## config.mk

```make
export PLATFORM = sky130hd
export DESIGN_NAME = memAlign
export DESIGN_NICKNAME = d
export VERILOG_FILES = /design/src/hw/memAlignPkg.sv /design/src/hw/tlbConfig.sv /design/src/hw/tlbLookup.sv /design/src/hw/accessSplitter.sv /design/src/hw/lineIssue.sv /design/src/hw/memAlign.sv
export VERILOG_INCLUDE_DIRS = /design/src /design/src/include
export SDC_FILE = /design/constraint.sdc
export NUM_CORES = 1
export LEC_CHECK = 0
export BUFFER_PORTS_ARGS = -buffer_cell sky130_fd_sc_hd__buf_2
export CELL_PAD_IN_SITES_DETAIL_PLACEMENT = 1
export CELL_PAD_IN_SITES_GLOBAL_PLACEMENT = 2
export CORE_MARGIN = 3
export CORE_UTILIZATION = 25
export CTS_CLUSTER_DIAMETER = 80
export CTS_CLUSTER_SIZE = 30
export DETAILED_ROUTE_END_ITERATION = 12
export HOLD_SLACK_MARGIN = 0.02
export PLACE_DENSITY = 0.55
export SLEW_MARGIN = 20
export SYNTH_ARGS = -nofsm -noshare
export SYNTH_HDL_FRONTEND = slang
export SYNTH_HIERARCHICAL = 1
export SYNTH_SLANG_ARGS = --single-unit
```

## constraint.sdc

```tcl
create_clock -name clk -period 5.1 [get_ports clk]
set_input_delay 0.51 -clock clk [delete_from_list [all_inputs] [get_ports clk]]
set_output_delay 0.51 -clock clk [all_outputs]
set_load 0.05 [all_outputs]
```

## src/include/memAlign_consts.svh

```systemverilog
`ifndef MEMALIGN_CONSTS_SVH
`define MEMALIGN_CONSTS_SVH

// data cache line geometry
`define LINE_BYTES 16
`define OFFSET_BITS 4

// 4 KB pages, 32-bit virtual address
`define PAGE_BITS 12
`define VPN_BITS 20

// physical memory is 8 frames deep
`define PFN_BITS 3

// translation buffer size
`define TLB_ENTRIES 8
`define TLB_INDEX_BITS 3

// per access payload
`define REQ_DATA_BYTES 8
`define TAG_BITS 4

`endif

```

## src/hw/memAlignPkg.sv

```systemverilog
`include "memAlign_consts.svh"

package memAlignPkg;

    // byte count is 1 << size
    typedef enum logic [1:0] {
        sizeByte   = 2'd0,
        sizeHalf   = 2'd1,
        sizeWord   = 2'd2,
        sizeDouble = 2'd3
    } accessSize_t;

    typedef enum logic [1:0] {
        none       = 2'd0,
        tlbMiss    = 2'd1,
        protection = 2'd2
    } faultKind_t;

    typedef struct packed {
        logic [31:0]                   addr;
        accessSize_t                   size;
        logic                          write;
        logic [8*`REQ_DATA_BYTES-1:0]  data;
        logic [`TAG_BITS-1:0]          tag;
    } memReq_t;

    typedef struct packed {
        logic                  valid;
        logic [`VPN_BITS-1:0]  vpn;
        logic [`PFN_BITS-1:0]  frame;
        logic                  writable;
    } tlbEntry_t;

    typedef struct packed {
        logic                        valid;
        logic                        flush;
        logic [`TLB_INDEX_BITS-1:0]  index;
        tlbEntry_t                   entry;
    } tlbWrite_t;

    // lineAddr is frame followed by virtual address bits 11..4
    typedef struct packed {
        logic [`PFN_BITS+`PAGE_BITS-`OFFSET_BITS-1:0]  lineAddr;
        logic [`LINE_BYTES-1:0]                        mask;
        logic [8*`LINE_BYTES-1:0]                      data;
        logic                                          write;
        logic [`TAG_BITS-1:0]                          tag;
        logic                                          last;
        faultKind_t                                    fault;
    } lineReq_t;

    typedef struct packed {
        lineReq_t  line0;
        lineReq_t  line1;
        logic      needSecond;
    } splitResult_t;

endpackage

```

## src/hw/tlbConfig.sv

```systemverilog
`timescale 1ns/1ps
`include "memAlign_consts.svh"

module tlbConfig (
    input  logic                                      clk,
    input  logic                                      reset,
    input  memAlignPkg::tlbWrite_t                    tlbWrite,
    output memAlignPkg::tlbEntry_t [`TLB_ENTRIES-1:0] entries
);

    memAlignPkg::tlbEntry_t [`TLB_ENTRIES-1:0] entryReg;

    // only the valid bits are cleared, the rest is payload
    always_ff @(posedge clk) begin
        if (reset || tlbWrite.flush) begin
            for (int i = 0; i < `TLB_ENTRIES; i++) begin
                entryReg[i].valid <= 1'b0;
            end
        end else if (tlbWrite.valid) begin
            entryReg[tlbWrite.index] <= tlbWrite.entry;
        end
    end

    // shared by both lookups in the splitter
    assign entries = entryReg;

endmodule

```

## src/hw/tlbLookup.sv

```systemverilog
`timescale 1ns/1ps
`include "memAlign_consts.svh"

module tlbLookup (
    input  memAlignPkg::tlbEntry_t [`TLB_ENTRIES-1:0] entries,
    input  logic [`VPN_BITS-1:0]                      vpn,
    output logic                                      hit,
    output logic [`PFN_BITS-1:0]                      frame,
    output logic                                      writable
);

    logic [`TLB_ENTRIES-1:0] match;

    // one comparator per entry
    always_comb begin
        for (int i = 0; i < `TLB_ENTRIES; i++) begin
            match[i] = entries[i].valid && (entries[i].vpn == vpn);
        end
    end

    // walk down from the top so the lowest matching index is left
    always_comb begin
        hit      = 1'b0;
        frame    = '0;
        writable = 1'b0;
        for (int i = `TLB_ENTRIES - 1; i >= 0; i--) begin
            if (match[i]) begin
                hit      = 1'b1;
                frame    = entries[i].frame;
                writable = entries[i].writable;
            end
        end
    end

endmodule

```

## src/hw/accessSplitter.sv

```systemverilog
`timescale 1ns/1ps
`include "memAlign_consts.svh"

module accessSplitter (
    input  memAlignPkg::memReq_t                      req,
    input  memAlignPkg::tlbEntry_t [`TLB_ENTRIES-1:0] entries,
    output memAlignPkg::splitResult_t                 result
);

    logic [31:0]                    nextLineAddr;
    logic [`OFFSET_BITS-1:0]        offset;
    logic [3:0]                     byteCount;
    logic [`OFFSET_BITS:0]          endOffset;
    logic                           needSecond;
    logic [`REQ_DATA_BYTES-1:0]     sizeMask;
    logic [2*`LINE_BYTES-1:0]       wideMask;
    logic [8*`REQ_DATA_BYTES-1:0]   laneData;
    logic [16*`LINE_BYTES-1:0]      wideData;
    logic                           hit0;
    logic                           hit1;
    logic                           writable0;
    logic                           writable1;
    logic [`PFN_BITS-1:0]           frame0;
    logic [`PFN_BITS-1:0]           frame1;
    logic                           missFault;
    logic                           protFault;

    assign nextLineAddr = req.addr + 32'(`LINE_BYTES);
    assign offset       = req.addr[`OFFSET_BITS-1:0];
    assign byteCount    = 4'd1 << req.size;

    // last byte touched, bit 4 set means it spills into the next line
    assign endOffset  = {1'b0, offset} + {1'b0, byteCount} - 5'd1;
    assign needSecond = endOffset[`OFFSET_BITS];

    assign sizeMask = 8'((9'd1 << byteCount) - 9'd1);

    // drop bytes beyond the access size, reads carry no data
    for (genvar b = 0; b < `REQ_DATA_BYTES; b++) begin : gLane
        assign laneData[8*b +: 8] = (req.write && sizeMask[b]) ? req.data[8*b +: 8] : 8'h00;
    end

    // shift across two lines at once, upper half belongs to line1
    assign wideMask = {{(2*`LINE_BYTES - `REQ_DATA_BYTES){1'b0}}, sizeMask} << offset;
    assign wideData = {{(16*`LINE_BYTES - 8*`REQ_DATA_BYTES){1'b0}}, laneData}
                      << {offset, 3'b000};

    tlbLookup lookup0 (
        .entries  (entries),
        .vpn      (req.addr[31:`PAGE_BITS]),
        .hit      (hit0),
        .frame    (frame0),
        .writable (writable0)
    );

    tlbLookup lookup1 (
        .entries  (entries),
        .vpn      (nextLineAddr[31:`PAGE_BITS]),
        .hit      (hit1),
        .frame    (frame1),
        .writable (writable1)
    );

    // the second translation only counts when the access spills over
    assign missFault = !hit0 || (needSecond && !hit1);
    assign protFault = req.write && (!writable0 || (needSecond && !writable1));

    always_comb begin
        result.line0.lineAddr = {frame0, req.addr[`PAGE_BITS-1:`OFFSET_BITS]};
        result.line0.mask     = wideMask[`LINE_BYTES-1:0];
        result.line0.data     = wideData[8*`LINE_BYTES-1:0];
        result.line0.write    = req.write;
        result.line0.tag      = req.tag;
        result.line0.last     = !needSecond;
        result.line0.fault    = memAlignPkg::none;

        result.line1.lineAddr = {frame1, nextLineAddr[`PAGE_BITS-1:`OFFSET_BITS]};
        result.line1.mask     = wideMask[2*`LINE_BYTES-1:`LINE_BYTES];
        result.line1.data     = wideData[16*`LINE_BYTES-1:8*`LINE_BYTES];
        result.line1.write    = req.write;
        result.line1.tag      = req.tag;
        result.line1.last     = 1'b1;
        result.line1.fault    = memAlignPkg::none;

        result.needSecond = needSecond;

        // a fault collapses the access into a single empty item
        if (missFault || protFault) begin
            result.line0.lineAddr = '0;
            result.line0.mask     = '0;
            result.line0.data     = '0;
            result.line0.last     = 1'b1;
            result.line0.fault    = missFault ? memAlignPkg::tlbMiss : memAlignPkg::protection;
            result.needSecond     = 1'b0;
        end
    end

endmodule

```

## src/hw/lineIssue.sv

```systemverilog
`timescale 1ns/1ps

module lineIssue (
    input  logic                      clk,
    input  logic                      reset,
    input  memAlignPkg::splitResult_t result,
    input  logic                      reqValid,
    output logic                      reqReady,
    output memAlignPkg::lineReq_t     line,
    output logic                      lineValid,
    input  logic                      lineReady
);

    memAlignPkg::lineReq_t curItem;
    memAlignPkg::lineReq_t pendItem;
    logic                  full;
    logic                  hasPending;
    logic                  accept;
    logic                  transfer;

    // free, or the last item of the access is leaving now
    assign reqReady = !full || (curItem.last && lineReady);

    assign accept   = reqValid && reqReady;
    assign transfer = full && lineReady;

    always_ff @(posedge clk) begin
        if (reset) begin
            full       <= 1'b0;
            hasPending <= 1'b0;
        end else if (accept) begin
            full       <= 1'b1;
            hasPending <= result.needSecond;
        end else if (transfer) begin
            if (hasPending) begin
                hasPending <= 1'b0;
            end else begin
                full <= 1'b0;
            end
        end
    end

    // line0 goes out first, line1 waits behind it
    always_ff @(posedge clk) begin
        if (accept) begin
            curItem  <= result.line0;
            pendItem <= result.line1;
        end else if (transfer && hasPending) begin
            curItem <= pendItem;
        end
    end

    assign line      = curItem;
    assign lineValid = full;

endmodule

```

## src/hw/memAlign.sv

```systemverilog
`timescale 1ns/1ps
`include "memAlign_consts.svh"

module memAlign (
    input  logic                   clk,
    input  logic                   reset,
    input  memAlignPkg::memReq_t   req,
    input  logic                   reqValid,
    output logic                   reqReady,
    output memAlignPkg::lineReq_t  line,
    output logic                   lineValid,
    input  logic                   lineReady,
    input  memAlignPkg::tlbWrite_t tlbWrite
);

    memAlignPkg::tlbEntry_t [`TLB_ENTRIES-1:0] entries;
    memAlignPkg::splitResult_t                 splitResult;

    tlbConfig tlbRegs (
        .clk      (clk),
        .reset    (reset),
        .tlbWrite (tlbWrite),
        .entries  (entries)
    );

    // combinational split and translate
    accessSplitter splitter (
        .req     (req),
        .entries (entries),
        .result  (splitResult)
    );

    lineIssue issue (
        .clk       (clk),
        .reset     (reset),
        .result    (splitResult),
        .reqValid  (reqValid),
        .reqReady  (reqReady),
        .line      (line),
        .lineValid (lineValid),
        .lineReady (lineReady)
    );

endmodule

```

Word level (Yosys, flattened, before mapping)
Index checks and enable logic that the tools add are counted.

Add/sub/neg operators: 4. Shift operators: 4. Reduce and logical (&&, ||, !) cells: 47. Bitwise logic cells: 1. Multiplexer cells: 70. Equality and inequality tests: 17. $lt $le $gt $ge: 2.

Operator list (number): $mux W163 (2); $eq A20 B20 Y1 (16); $shl A64 B7 Y256 (1); $bwmux W200 (1); $mux W155 (1); $demux W25 S3 (1); $mux W8 (8); $mux W3 (17); $mux W1 (38); $add A32 B5 Y32 const B (1); $logic_and A1 B1 Y1 (32); $shl A8 B4 Y32 (1); $mux W25 (1); $shl A1 B4 Y8 const A (1); $sub A8 B1 Y8 const B (1); $logic_not A1 Y1 (6); $add A4 B4 Y5 (1); $logic_or A1 B1 Y1 (5); $sub A5 B1 Y5 const B (1); $lt A3 B4 Y1 const B (1); $reduce_and A2 Y1 (2); $reduce_bool A2 Y1 (2); $shl A1 B2 Y4 const A (1); $ge A3 B1 Y1 const B (1); 3 further kinds (3).

Output and inout bits: 165. Logic and storage cells: 191. Register bits: 525.

Logic depth before layout (Yosys ltp)
Gate-level depths: netlist (run 1).

Depth in word-level cells: 18. Gate-level depth with buffers: 24. Mapped depth without buffers: 19.

Cells and area by module
Netlist (run 1), hierarchy kept.

By module, submodules not included: lineIssue (cells each 521, times used 1, area an instance 12493.2 µm²); accessSplitter (cells each 1034, times used 1, area an instance 6478.7 µm²); tlbConfig (cells each 246, times used 1, area an instance 6341.1 µm²); tlbLookup (cells each 309, times used 2, area an instance 2362.3 µm²).

Worst setup path after synthesis (run 1)
No wires, ideal clock.

Kind: register to register. From: register issue.full (netlist: issue/lineValid). To: register issue.curItem (netlist bit issue/line[0]), enable pin. Data arrival time: 4.092 ns. Path slack: -0.340 ns. Buffers on the path: 2. Cell stages (with the launch flop): 6. Cell sequence: dfxtp_1 -> a21bo_4 -> nand2_4 -> buf_6 -> buf_6 -> nand2_1.

Word-level cells in the longest chain between the ends: 4. Elaborated cells between the ends (all ways): 6.

Ends and longest elaborated chain: start, declared (line lineIssue.sv:16) `logic full;`; start signal, assigned (line lineIssue.sv:29) `full <= 1'b0;`; start signal, assigned (line lineIssue.sv:32) `full <= 1'b1;`; start signal, assigned (line lineIssue.sv:38) `full <= 1'b0;`; $logic_not A1 Y1 (line lineIssue.sv:22) `assign reqReady = !full || (curItem.last && lineReady);`; $logic_or A1 B1 Y1 (line lineIssue.sv:22); net reqReady (line memAlign.sv:9) `output logic reqReady,`; $logic_and A1 B1 Y1 (line lineIssue.sv:24) `assign accept = reqValid && reqReady;`; $reduce_bool A2 Y1 (no line); end signal, assigned (line lineIssue.sv:46) `curItem <= result.line0;`; end signal, assigned (line lineIssue.sv:49) `curItem <= pendItem;`; end, declared (line lineIssue.sv:14) `memAlignPkg::lineReq_t curItem;`.

The timed path passes the listed nets, and every way through them passes these cells. A chain may end at the register's enable or synchronous reset.

==> run summary, run 1 <==
The detailed-route vias per instance is ~4.9. Setup slack on the worst reg-to-reg path comes out at just over 0.8 ns. For this configuration, the core starts out at a cell density of 0.2530. The fmax came out at 202.7 MHz. Of the total synthesized cell area, the portion taken by full adders, half adders and majority gates is 0.002833.

The number of nets with antenna violations after detailed routing is 0. Synthesis produced a netlist whose cell count is about 2400. The sequential cell area fraction in the yosys report came out at 0.5245. The number of buffers added by the clock tree synthesis step came out at between 40 and 50. CTS built an H-tree with a depth of 2. The data required time at the worst endpoint is about 5.5 ns. On the worst path, the slowest cell contributes a delay of ~0.48 ns.

The die boundary height came out at between 300 and 400 um. The transition time of the tightest slew-check pin came out at 1.148 ns. The hold violation count in the final report was 0. The CTS tree is yes.

The count of yosys warnings during synthesis is 6. The buffer cell driving the clock tree root is sky130_fd_sc_hd__clkbuf_16. The wire length reported by the detailed router came out at between 100000 and 150000 um.

After the first detailed-routing iteration, the DRC count stood at 1936. Clock tree synthesis found a total of between 500 and 600 sinks. At the end of the flow, the number of nets in the layout was between 2000 and 3000.

The maximum vdd ir drop came out at between 0.2 and 0.25 mV. The area share of and/or/nand/nor cells after synthesis is 0.1172. STA classifies the critical path endpoint as a register. The worst hold margin is between 0.08 and 0.09 ns. Of the total synthesized cell area, the portion taken by XOR and XNOR cells is 0.09943. Setup repair after global routing left no endpoint under its margin.

The multi-input combinational cells in the finished layout cover a total of 12620 um^2. The final HPWL from detailed placement is between 80000 and 90000 um. Setup violations remaining at the end of the flow were counted as 0. The routability congestion estimate came out at between 0.8 and 0.9. The number of max-capacitance violations reported is 0. The worst slew slack as a fraction of its limit came out at 0.2317. For met1 alone, demand over resource in global routing was 0.2634. The met3 layer usage reported by global route came out at 0.02922. The most used routing layer in global routing is met2. In this run the number of cells on the critical path is 24. The sequential cell area in the final layout is ~16000 um^2. The max-slew violation count is 0. Leaving out fill and tap cells, the most frequent cell in the layout is sky130_fd_sc_hd__edfxtp_1. The critical path launch point is req[79]. After synthesis, the largest family of logic cells by area is simple AND/OR/NAND/NOR gates. The reg-to-reg critical path endpoint is issue/line[48]. Power spread over the standard cell area amounts to a little over 300 nW/um^2. The critical path's slowest cell is sky130_fd_sc_hd__or3_2. The share of synthesized flip-flops with an asynchronous set or reset came out at 0. The top cell types in the final layout, fill and taps aside, are sky130_fd_sc_hd__edfxtp_1, sky130_fd_sc_hd__buf_2, sky130_fd_sc_hd__xnor2_1.

The number of antenna violations at the first check in global routing is 20. The summed instance area of the synthesized netlist is around 30000 um^2. The clock arrives with roughly 0.052 ns of skew. The detailed-route via count came out at about 22000. For the worst-skew pair, the clock arrives at the later sink with an insertion delay of about 0.67 ns. The number of cells on the worst reg-to-reg path is 13. The count of port buffers added during placement is ~300. The clock slew seen by the registers of the worst setup and hold paths came out at roughly 0.08 ns. The critical register-to-register path startpoint is tlbRegs/entries[144].

The core region area is approximately 120000 um^2. For this run, the share of the core covered by cells in the final layout is 0.2997. The global-route wire length before repair is between 150000 and 200000 um.

The final critical-path required period is between 4 and 5 ns. The mux contribution to synthesized area came out at 0.09618. In this run the worst hold path is classified as primary input to register. The total iterations of the first detailed-routing run came out at 5.

The buffering stage count on the worst path with inverters included came out at 6. The worst slack after detailed placement is -0.8916 ns. The area share of the largest cell type after synthesis came out at 0.5178. The type of origin of the critical path is a primary input. The number of global-route vias before repair is roughly 22000. The arrival time of data at the critical path endpoint is approximately 5.3 ns. Each instance of the synthesized netlist takes up on average approximately 12 um^2. The number of enable-type register cells in the synthesized netlist came out at slightly above 500.

In the final layout, the share of cells above drive strength 1 is 0.3000. The static power due to leakage is roughly 13 nW. The global-route total usage across every layer is 0.1887. The cell type with the highest occurrence count on the critical path is sky130_fd_sc_hd__buf_4. The leading area contributor after synthesis is sky130_fd_sc_hd__edfxtp_1. For this run, global-route usage on met2 was measured as 0.3045. In the final routed layout, each cell accounts on average for ~27 um. The area of the die is between 100000 and 150000 um^2. The gate family responsible for the most delay along the worst path is simple AND/OR/NAND/NOR gates. From left edge to right edge, the die measures ~350 um. Walking the worst path, the cells encountered are buf_2 -> and4_2 -> nand3_1 -> buf_4 -> nor2_2 -> buf_4 -> nand4_1 -> xnor2_1 -> buf_4 -> xor2_1 -> nor4_1 -> buf_4 -> nand3_1 -> or3_2 -> nand4_1 -> o221a_2 -> o22ai_2 -> nand3b_1 -> a211o_1 -> and3_1 -> and2_1 -> buf_12 -> and4_1 -> mux2_2. The post-route DRC violation count came out at 0. The largest fanout on the critical path is 27. The number of inserted filler cells in the final layout came out at ~13000. The synthesized-area fraction occupied by ao, oa, aoi and oai cells is 0.08885. By startpoint and endpoint, the worst setup path is classified as primary input to register.

The remaining global-route overflow came out at 0. In the finished design, the share of the clock period the worst path needs comes to 0.9671. The area growth from synthesis to layout is 18.44%. Among all flip-flop cells after synthesis, the most frequent one is sky130_fd_sc_hd__edfxtp_1.

Following the worst setup path forward leads to its endpoint at issue/line[25]. The number of distinct standard cells referenced by the synthesized netlist is 90. The run finished with clean final reports. After layout, the worst setup slack is between 0.15 and 0.2 ns. The longest clock path from root to sink contains 3 buffers. The number of cell rows came out at about 130. The largest net degree at the start of global routing is between 100 and 150. Yosys attributes the largest share of cell area to sky130_fd_sc_hd__edfxtp_1, sky130_fd_sc_hd__xnor2_1, sky130_fd_sc_hd__mux2_4. For this design the top-level I/O count stands at a little over 300. The flop and latch count out of synthesis came out at around 530.
-- cells in the mapped netlist, types with 11 or more instances --
cell type,n
sky130_fd_sc_hd__a211o_1,11
sky130_fd_sc_hd__a211oi_1,28
sky130_fd_sc_hd__a21oi_1,42
sky130_fd_sc_hd__a221oi_1,24
sky130_fd_sc_hd__a222oi_1,11
sky130_fd_sc_hd__a22oi_1,35
sky130_fd_sc_hd__a31oi_1,34
sky130_fd_sc_hd__and2_1,25
sky130_fd_sc_hd__and3_1,49
sky130_fd_sc_hd__and4_1,13
sky130_fd_sc_hd__buf_12,11
sky130_fd_sc_hd__buf_2,42
sky130_fd_sc_hd__buf_4,129
sky130_fd_sc_hd__buf_6,31
sky130_fd_sc_hd__clkbuf_1,49
sky130_fd_sc_hd__edfxtp_1,518
sky130_fd_sc_hd__inv_1,34
sky130_fd_sc_hd__mux2_2,69
sky130_fd_sc_hd__mux2_4,120
sky130_fd_sc_hd__mux2i_1,31
sky130_fd_sc_hd__nand2_1,107
sky130_fd_sc_hd__nand3_1,56
sky130_fd_sc_hd__nand4_1,60
sky130_fd_sc_hd__nor2_1,152
sky130_fd_sc_hd__nor2b_1,17
sky130_fd_sc_hd__nor3_1,66
sky130_fd_sc_hd__nor4_1,41
sky130_fd_sc_hd__o21a_1,25
sky130_fd_sc_hd__o21ai_0,40
sky130_fd_sc_hd__o22a_1,19
sky130_fd_sc_hd__xnor2_1,216
sky130_fd_sc_hd__xor2_1,125
-- sequential cells by signal (all words and copies together) (netlist names) --
register,cells
tlbRegs/entries,200
issue/lineValid,1
issue/pendItem,163
issue/line,163
issue/hasPending,1
-- worst min-delay path by stage --
stage	from	to	slack [ns]	cells past startpoint
after global routing	req[3]	issue/pendItem[6]	0.05	1
after CTS	req[3]	issue/pendItem[6]	0.03	1
after floorplan	issue/hasPending	issue/hasPending	0.47	2
final	req[3]	issue/pendItem[6]	0.09	1
after detailed placement	issue/hasPending	issue/hasPending	0.50	2
after global placement	issue/hasPending	issue/hasPending	0.50	2
-- kinds of logic (layout without fill, tap and decap cells) --
logic type,count (synthesis),after routing
AO/OA/AOI/OAI,360,360
XOR/XNOR,341,341
adder cells (fa/ha/maj),7,7
buffers and inverters,307,639
flip-flops,528,528
multiplexers,220,220
other,2,91
AND/OR/NAND/NOR,654,654
-- metrics by stage --
step | power, mW | setup TNS (ns) | area (um^2) | cells
4_1_cts | 10.91 | 0 | 35490 | 4431
5_1_grt | 11.15 | 0 | 35560 | 4433
3_3_place_gp | 6.923 | -103.33 | 33830 | 4348
6_report | 10.75 | 0 | 35580 | 4440
3_5_place_dp | 6.945 | -105.46 | 33830 | 4348
2_1_floorplan | 6.346 | 0 | 30350 | 2501
-- per-layer routing --
metal / wire, um / vias up / share of wire
met4: 2892 / 4 / 0.024
met2: 55950 / 711 / 0.46
met5: 28 / - / 0.00023
li1: - / 9641 / -
met3: 6360 / 120 / 0.052
met1: 55940 / 11287 / 0.46
-- where the power goes --
group | internal [mW] | switching [mW] | leakage (nW) | total [mW]
clock | 1.87 | 2.04 | 0.774 | 3.90
sequential | 5.00 | 0.0921 | 5.04 | 5.09
combinational | 0.537 | 1.22 | 7.08 | 1.76
-- repair_timing --
| action | in CTS | in global routing |
|---|---|---|
| resized for setup | 2 | 11 |
| endpoints found under the setup margin | 57 | 157 |
| setup buffers | 0 | 2 |
| hold buffers | 3 | 0 |
| pin swaps | 0 | 2 |
| hold endpoints to repair | 3 | 0 |
-- final cells by class --
class	count	share of cell area
clock buffers	45	0.03046
flip-flops and latches	528	0.4429
multi-input cells	1666	0.3546
diodes	7	0.0004924
repair buffers	522	0.09629
inverters	37	0.004115
well taps	1600	0.05627
clock inverters	35	0.01491
Note: power is estimated with default switching activity, not from simulation.
==> run 2: changes to the inputs <==
==> constraint.sdc (replaced) <==
create_clock -name clk -period 4.1 [get_ports clk]
set_input_delay 0.41 -clock clk [delete_from_list [all_inputs] [get_ports clk]]
set_output_delay 0.41 -clock clk [all_outputs]
set_load 0.05 [all_outputs]
==> run summary, run 2 (same netlist as run 1, synthesis figures left out) <==
Outcome: finished with violations (was finished clean). The final reports fail on negative setup slack. The number of placed cells counting well taps is 4398 (was 4348). The power after layout is 13.28 mW (was 10.75 mW). The count of port buffers added during placement is 301 (unchanged). The final worst clock skew was 0.06009 ns (was 0.05238 ns).

The per-cell routed wire length came out at 27.70 um (was 27.29 um). The number of design-rule violations left by the first detailed-router iteration came out at 1540 (was 1936). The number of max-capacitance violations reported is 0 (unchanged).

The power density over the cells is 353.9 nW/um^2 (was 302.2 nW/um^2). The initial core utilization is 0.2530 (unchanged). The cell type with the highest occurrence count on the critical path was sky130_fd_sc_hd__buf_4 (unchanged). The hold violation count in the final report is 0 (unchanged). The global-route wire length before repair came out at 176100 um (was 170900 um). The number of ports placed on the die boundary was 302 (unchanged). The wire length reported by the detailed router is 125600 um (was 121200 um). The later-pin clock latency in the skew report is 0.66 ns (was 0.67 ns). The final critical-path required period is around 4.6 ns. The number of cell rows is 126 (unchanged). The number of standard cells in the final layout excluding fillers is 4534 (was 4440). The critical path's slowest cell is sky130_fd_sc_hd__or3_4 (was sky130_fd_sc_hd__or3_2). The number of antenna violations at the first check in global routing is 16 (was 20). Leading cell types in the layout, fill and taps excluded: sky130_fd_sc_hd__edfxtp_1, sky130_fd_sc_hd__buf_2, sky130_fd_sc_hd__buf_4 (was sky130_fd_sc_hd__edfxtp_1, sky130_fd_sc_hd__buf_2, sky130_fd_sc_hd__xnor2_1). The setup TNS after final layout came out at -58.56 ns (was 0 ns). The part of the cycle the worst path needs came out at 1.114. The clock slew seen by the registers of the worst setup and hold paths is 0.09 ns (was 0.08 ns).

The CTS tree is yes (unchanged). The remaining global-route overflow is 0 (unchanged). The die boundary height is 352.6 um (unchanged). The buffer cell driving the clock tree root is sky130_fd_sc_hd__clkbuf_16 (unchanged).

The global-route total usage across every layer came out at 0.1946 (was 0.1887). The kind of critical path is primary input to register (unchanged). The max-slew violation count came out at 0 (unchanged). The worst slack after detailed placement came out at -1.771 ns (was -0.8916 ns). The number of buffers between clock root and the deepest sink is 3 (unchanged).

The number of global-route vias before repair was 22814 (was 22386). The total iterations of the first detailed-routing run came out at 7 (was 5). The fmax came out at ~220 MHz.

The number of buffers added by the clock tree synthesis step came out at 41 (was 43). The critical path's largest stage delay came out at 0.37 ns (was 0.48 ns). The core utilization of the finished layout came out at 0.3162 (was 0.2997). The critical path endpoint category is a register (unchanged). The number of levels in the clock H-tree came out at 2 (unchanged). The class of the worst hold path is primary input to register (unchanged). The area of the die came out at 124300 um^2 (unchanged). The fraction of layout cells with a size suffix above 1 is 0.3581 (was 0.3000). The largest fanout on the critical path was 10 (was 27).

The detailed-route vias per instance came to 4.867 (was 4.902). The most common cell after layout, fill and taps aside was sky130_fd_sc_hd__edfxtp_1 (unchanged). The critical path launch point is req[77] (was req[79]). The floorplan die width was 352.6 um (unchanged). The arrival time of data at the critical path endpoint came to 4.93 ns (was 5.31 ns). The number of flip-flops in the largest register came out at 200 (unchanged). The data required time at the worst endpoint came to 4.47 ns (was 5.48 ns). The critical register-to-register path startpoint was tlbRegs/entries[137] (was tlbRegs/entries[144]). The worst slew slack as a fraction of its limit is 0.2749 (was 0.2317). The relative area change from synthesis to final layout came to 24.96% (was 18.44%). The CTS sink count came out at 528 (unchanged).

The post-route worst setup slack is -0.4663 ns (was 0.1676 ns). The final HPWL from detailed placement came out at 90640 um (was 88380 um). The type of origin of the critical path was a primary input (unchanged). Setup repair after global routing missed its margin: yes (was no). The transition time of the tightest slew-check pin came out at 1.085 ns (was 1.148 ns). The hold path startpoint is tlbWrite[15] (was req[3]). The detailed-route via count is 22068 (was 21763). The maximum vdd ir drop was 0.3769 mV (was 0.2266 mV).

The post-route DRC violation count is 0 (unchanged). The number of nets with antenna violations after detailed routing is 0 (unchanged). The static power due to leakage is 13.77 nW (was 12.90 nW). The core region area came out at 118700 um^2 (unchanged). The final-report setup violation count is 158 (was 0).

The largest net degree at the start of global routing is 136 (was 113). The total number of nets in the final design is 3042 (was 2941). The routability congestion estimate was 0.9066 (was 0.8939).
[run 2: area by class of cell]
type	instances	area, um^2
Antenna cell	5	12.51
Clock buffer	41	1026
Clock inverter	32	508.0
Fill cell	12960	81180
Inverter	37	142.6
Multi-Input combinational cell	1666	13480
Sequential cell	528	15760
Tap cell	1600	2002
Timing Repair Buffer	625	4606
[run 2: repair_timing]
action	CTS	global route
endpoints found under the setup margin	159	159
buffers inserted	34	17
gates cloned	5	6
pin swaps	54	13
hold buffers	4	0
endpoints found under the hold margin	4	0
gates resized for setup	170	50
[run 2: critical path, delay by kind of cell]
family | cells | cell delay [ns]
xor gates and xnor gates | 2 | 0.29
buffers and inverters | 8 | 1.15
AOI/OAI and AO/OA | 3 | 0.54
muxes | 1 | 0.31
and+or+nand+nor | 12 | 2.19
[run 2: through the flow]
| stage | instance area [um^2] | hold WS (ns) |
|---|---|---|
| 2_1_floorplan | 30490 | 0.4717 |
| 3_3_place_gp | 34240 | 0.4979 |
| 3_5_place_dp | 34240 | 0.5086 |
| 4_1_cts | 37060 | 0.03449 |
| 5_1_grt | 37520 | 0.06458 |
| 6_report | 37530 | 0.08093 |
[run 2: worst paths after layout]
kind | endpoint | slack, ns | cells after the start
worst max-delay path | issue/line[16] | -0.47 | 26
worst max register to register | issue/line[48] | -0.10 | 16
worst min register to register | issue/hasPending | 0.51 | 2
worst min-delay path | tlbRegs/entries[40] | 0.08 | 1
[run 2: metal layers]
layer | vias to the layer above | global-route usage | wire [um]
met5 | - | 0 | 27
met4 | 4 | 0.04362 | 2941
met3 | 134 | 0.03542 | 7747
met2 | 725 | 0.3143 | 57340
met1 | 11383 | 0.2706 | 57520
li1 | 9822 | - | -
[run 2: power breakdown]
| part | leakage [nW] | internal [mW] | switching (mW) | total [mW] |
|---|---|---|---|---|
| clock | 0.730 | 2.13 | 2.51 | 4.64 |
| sequential | 5.04 | 6.21 | 0.107 | 6.32 |
| combinational | 8.00 | 0.737 | 1.58 | 2.32 |
| total | 13.8 | 9.08 | 4.20 | 13.3 |
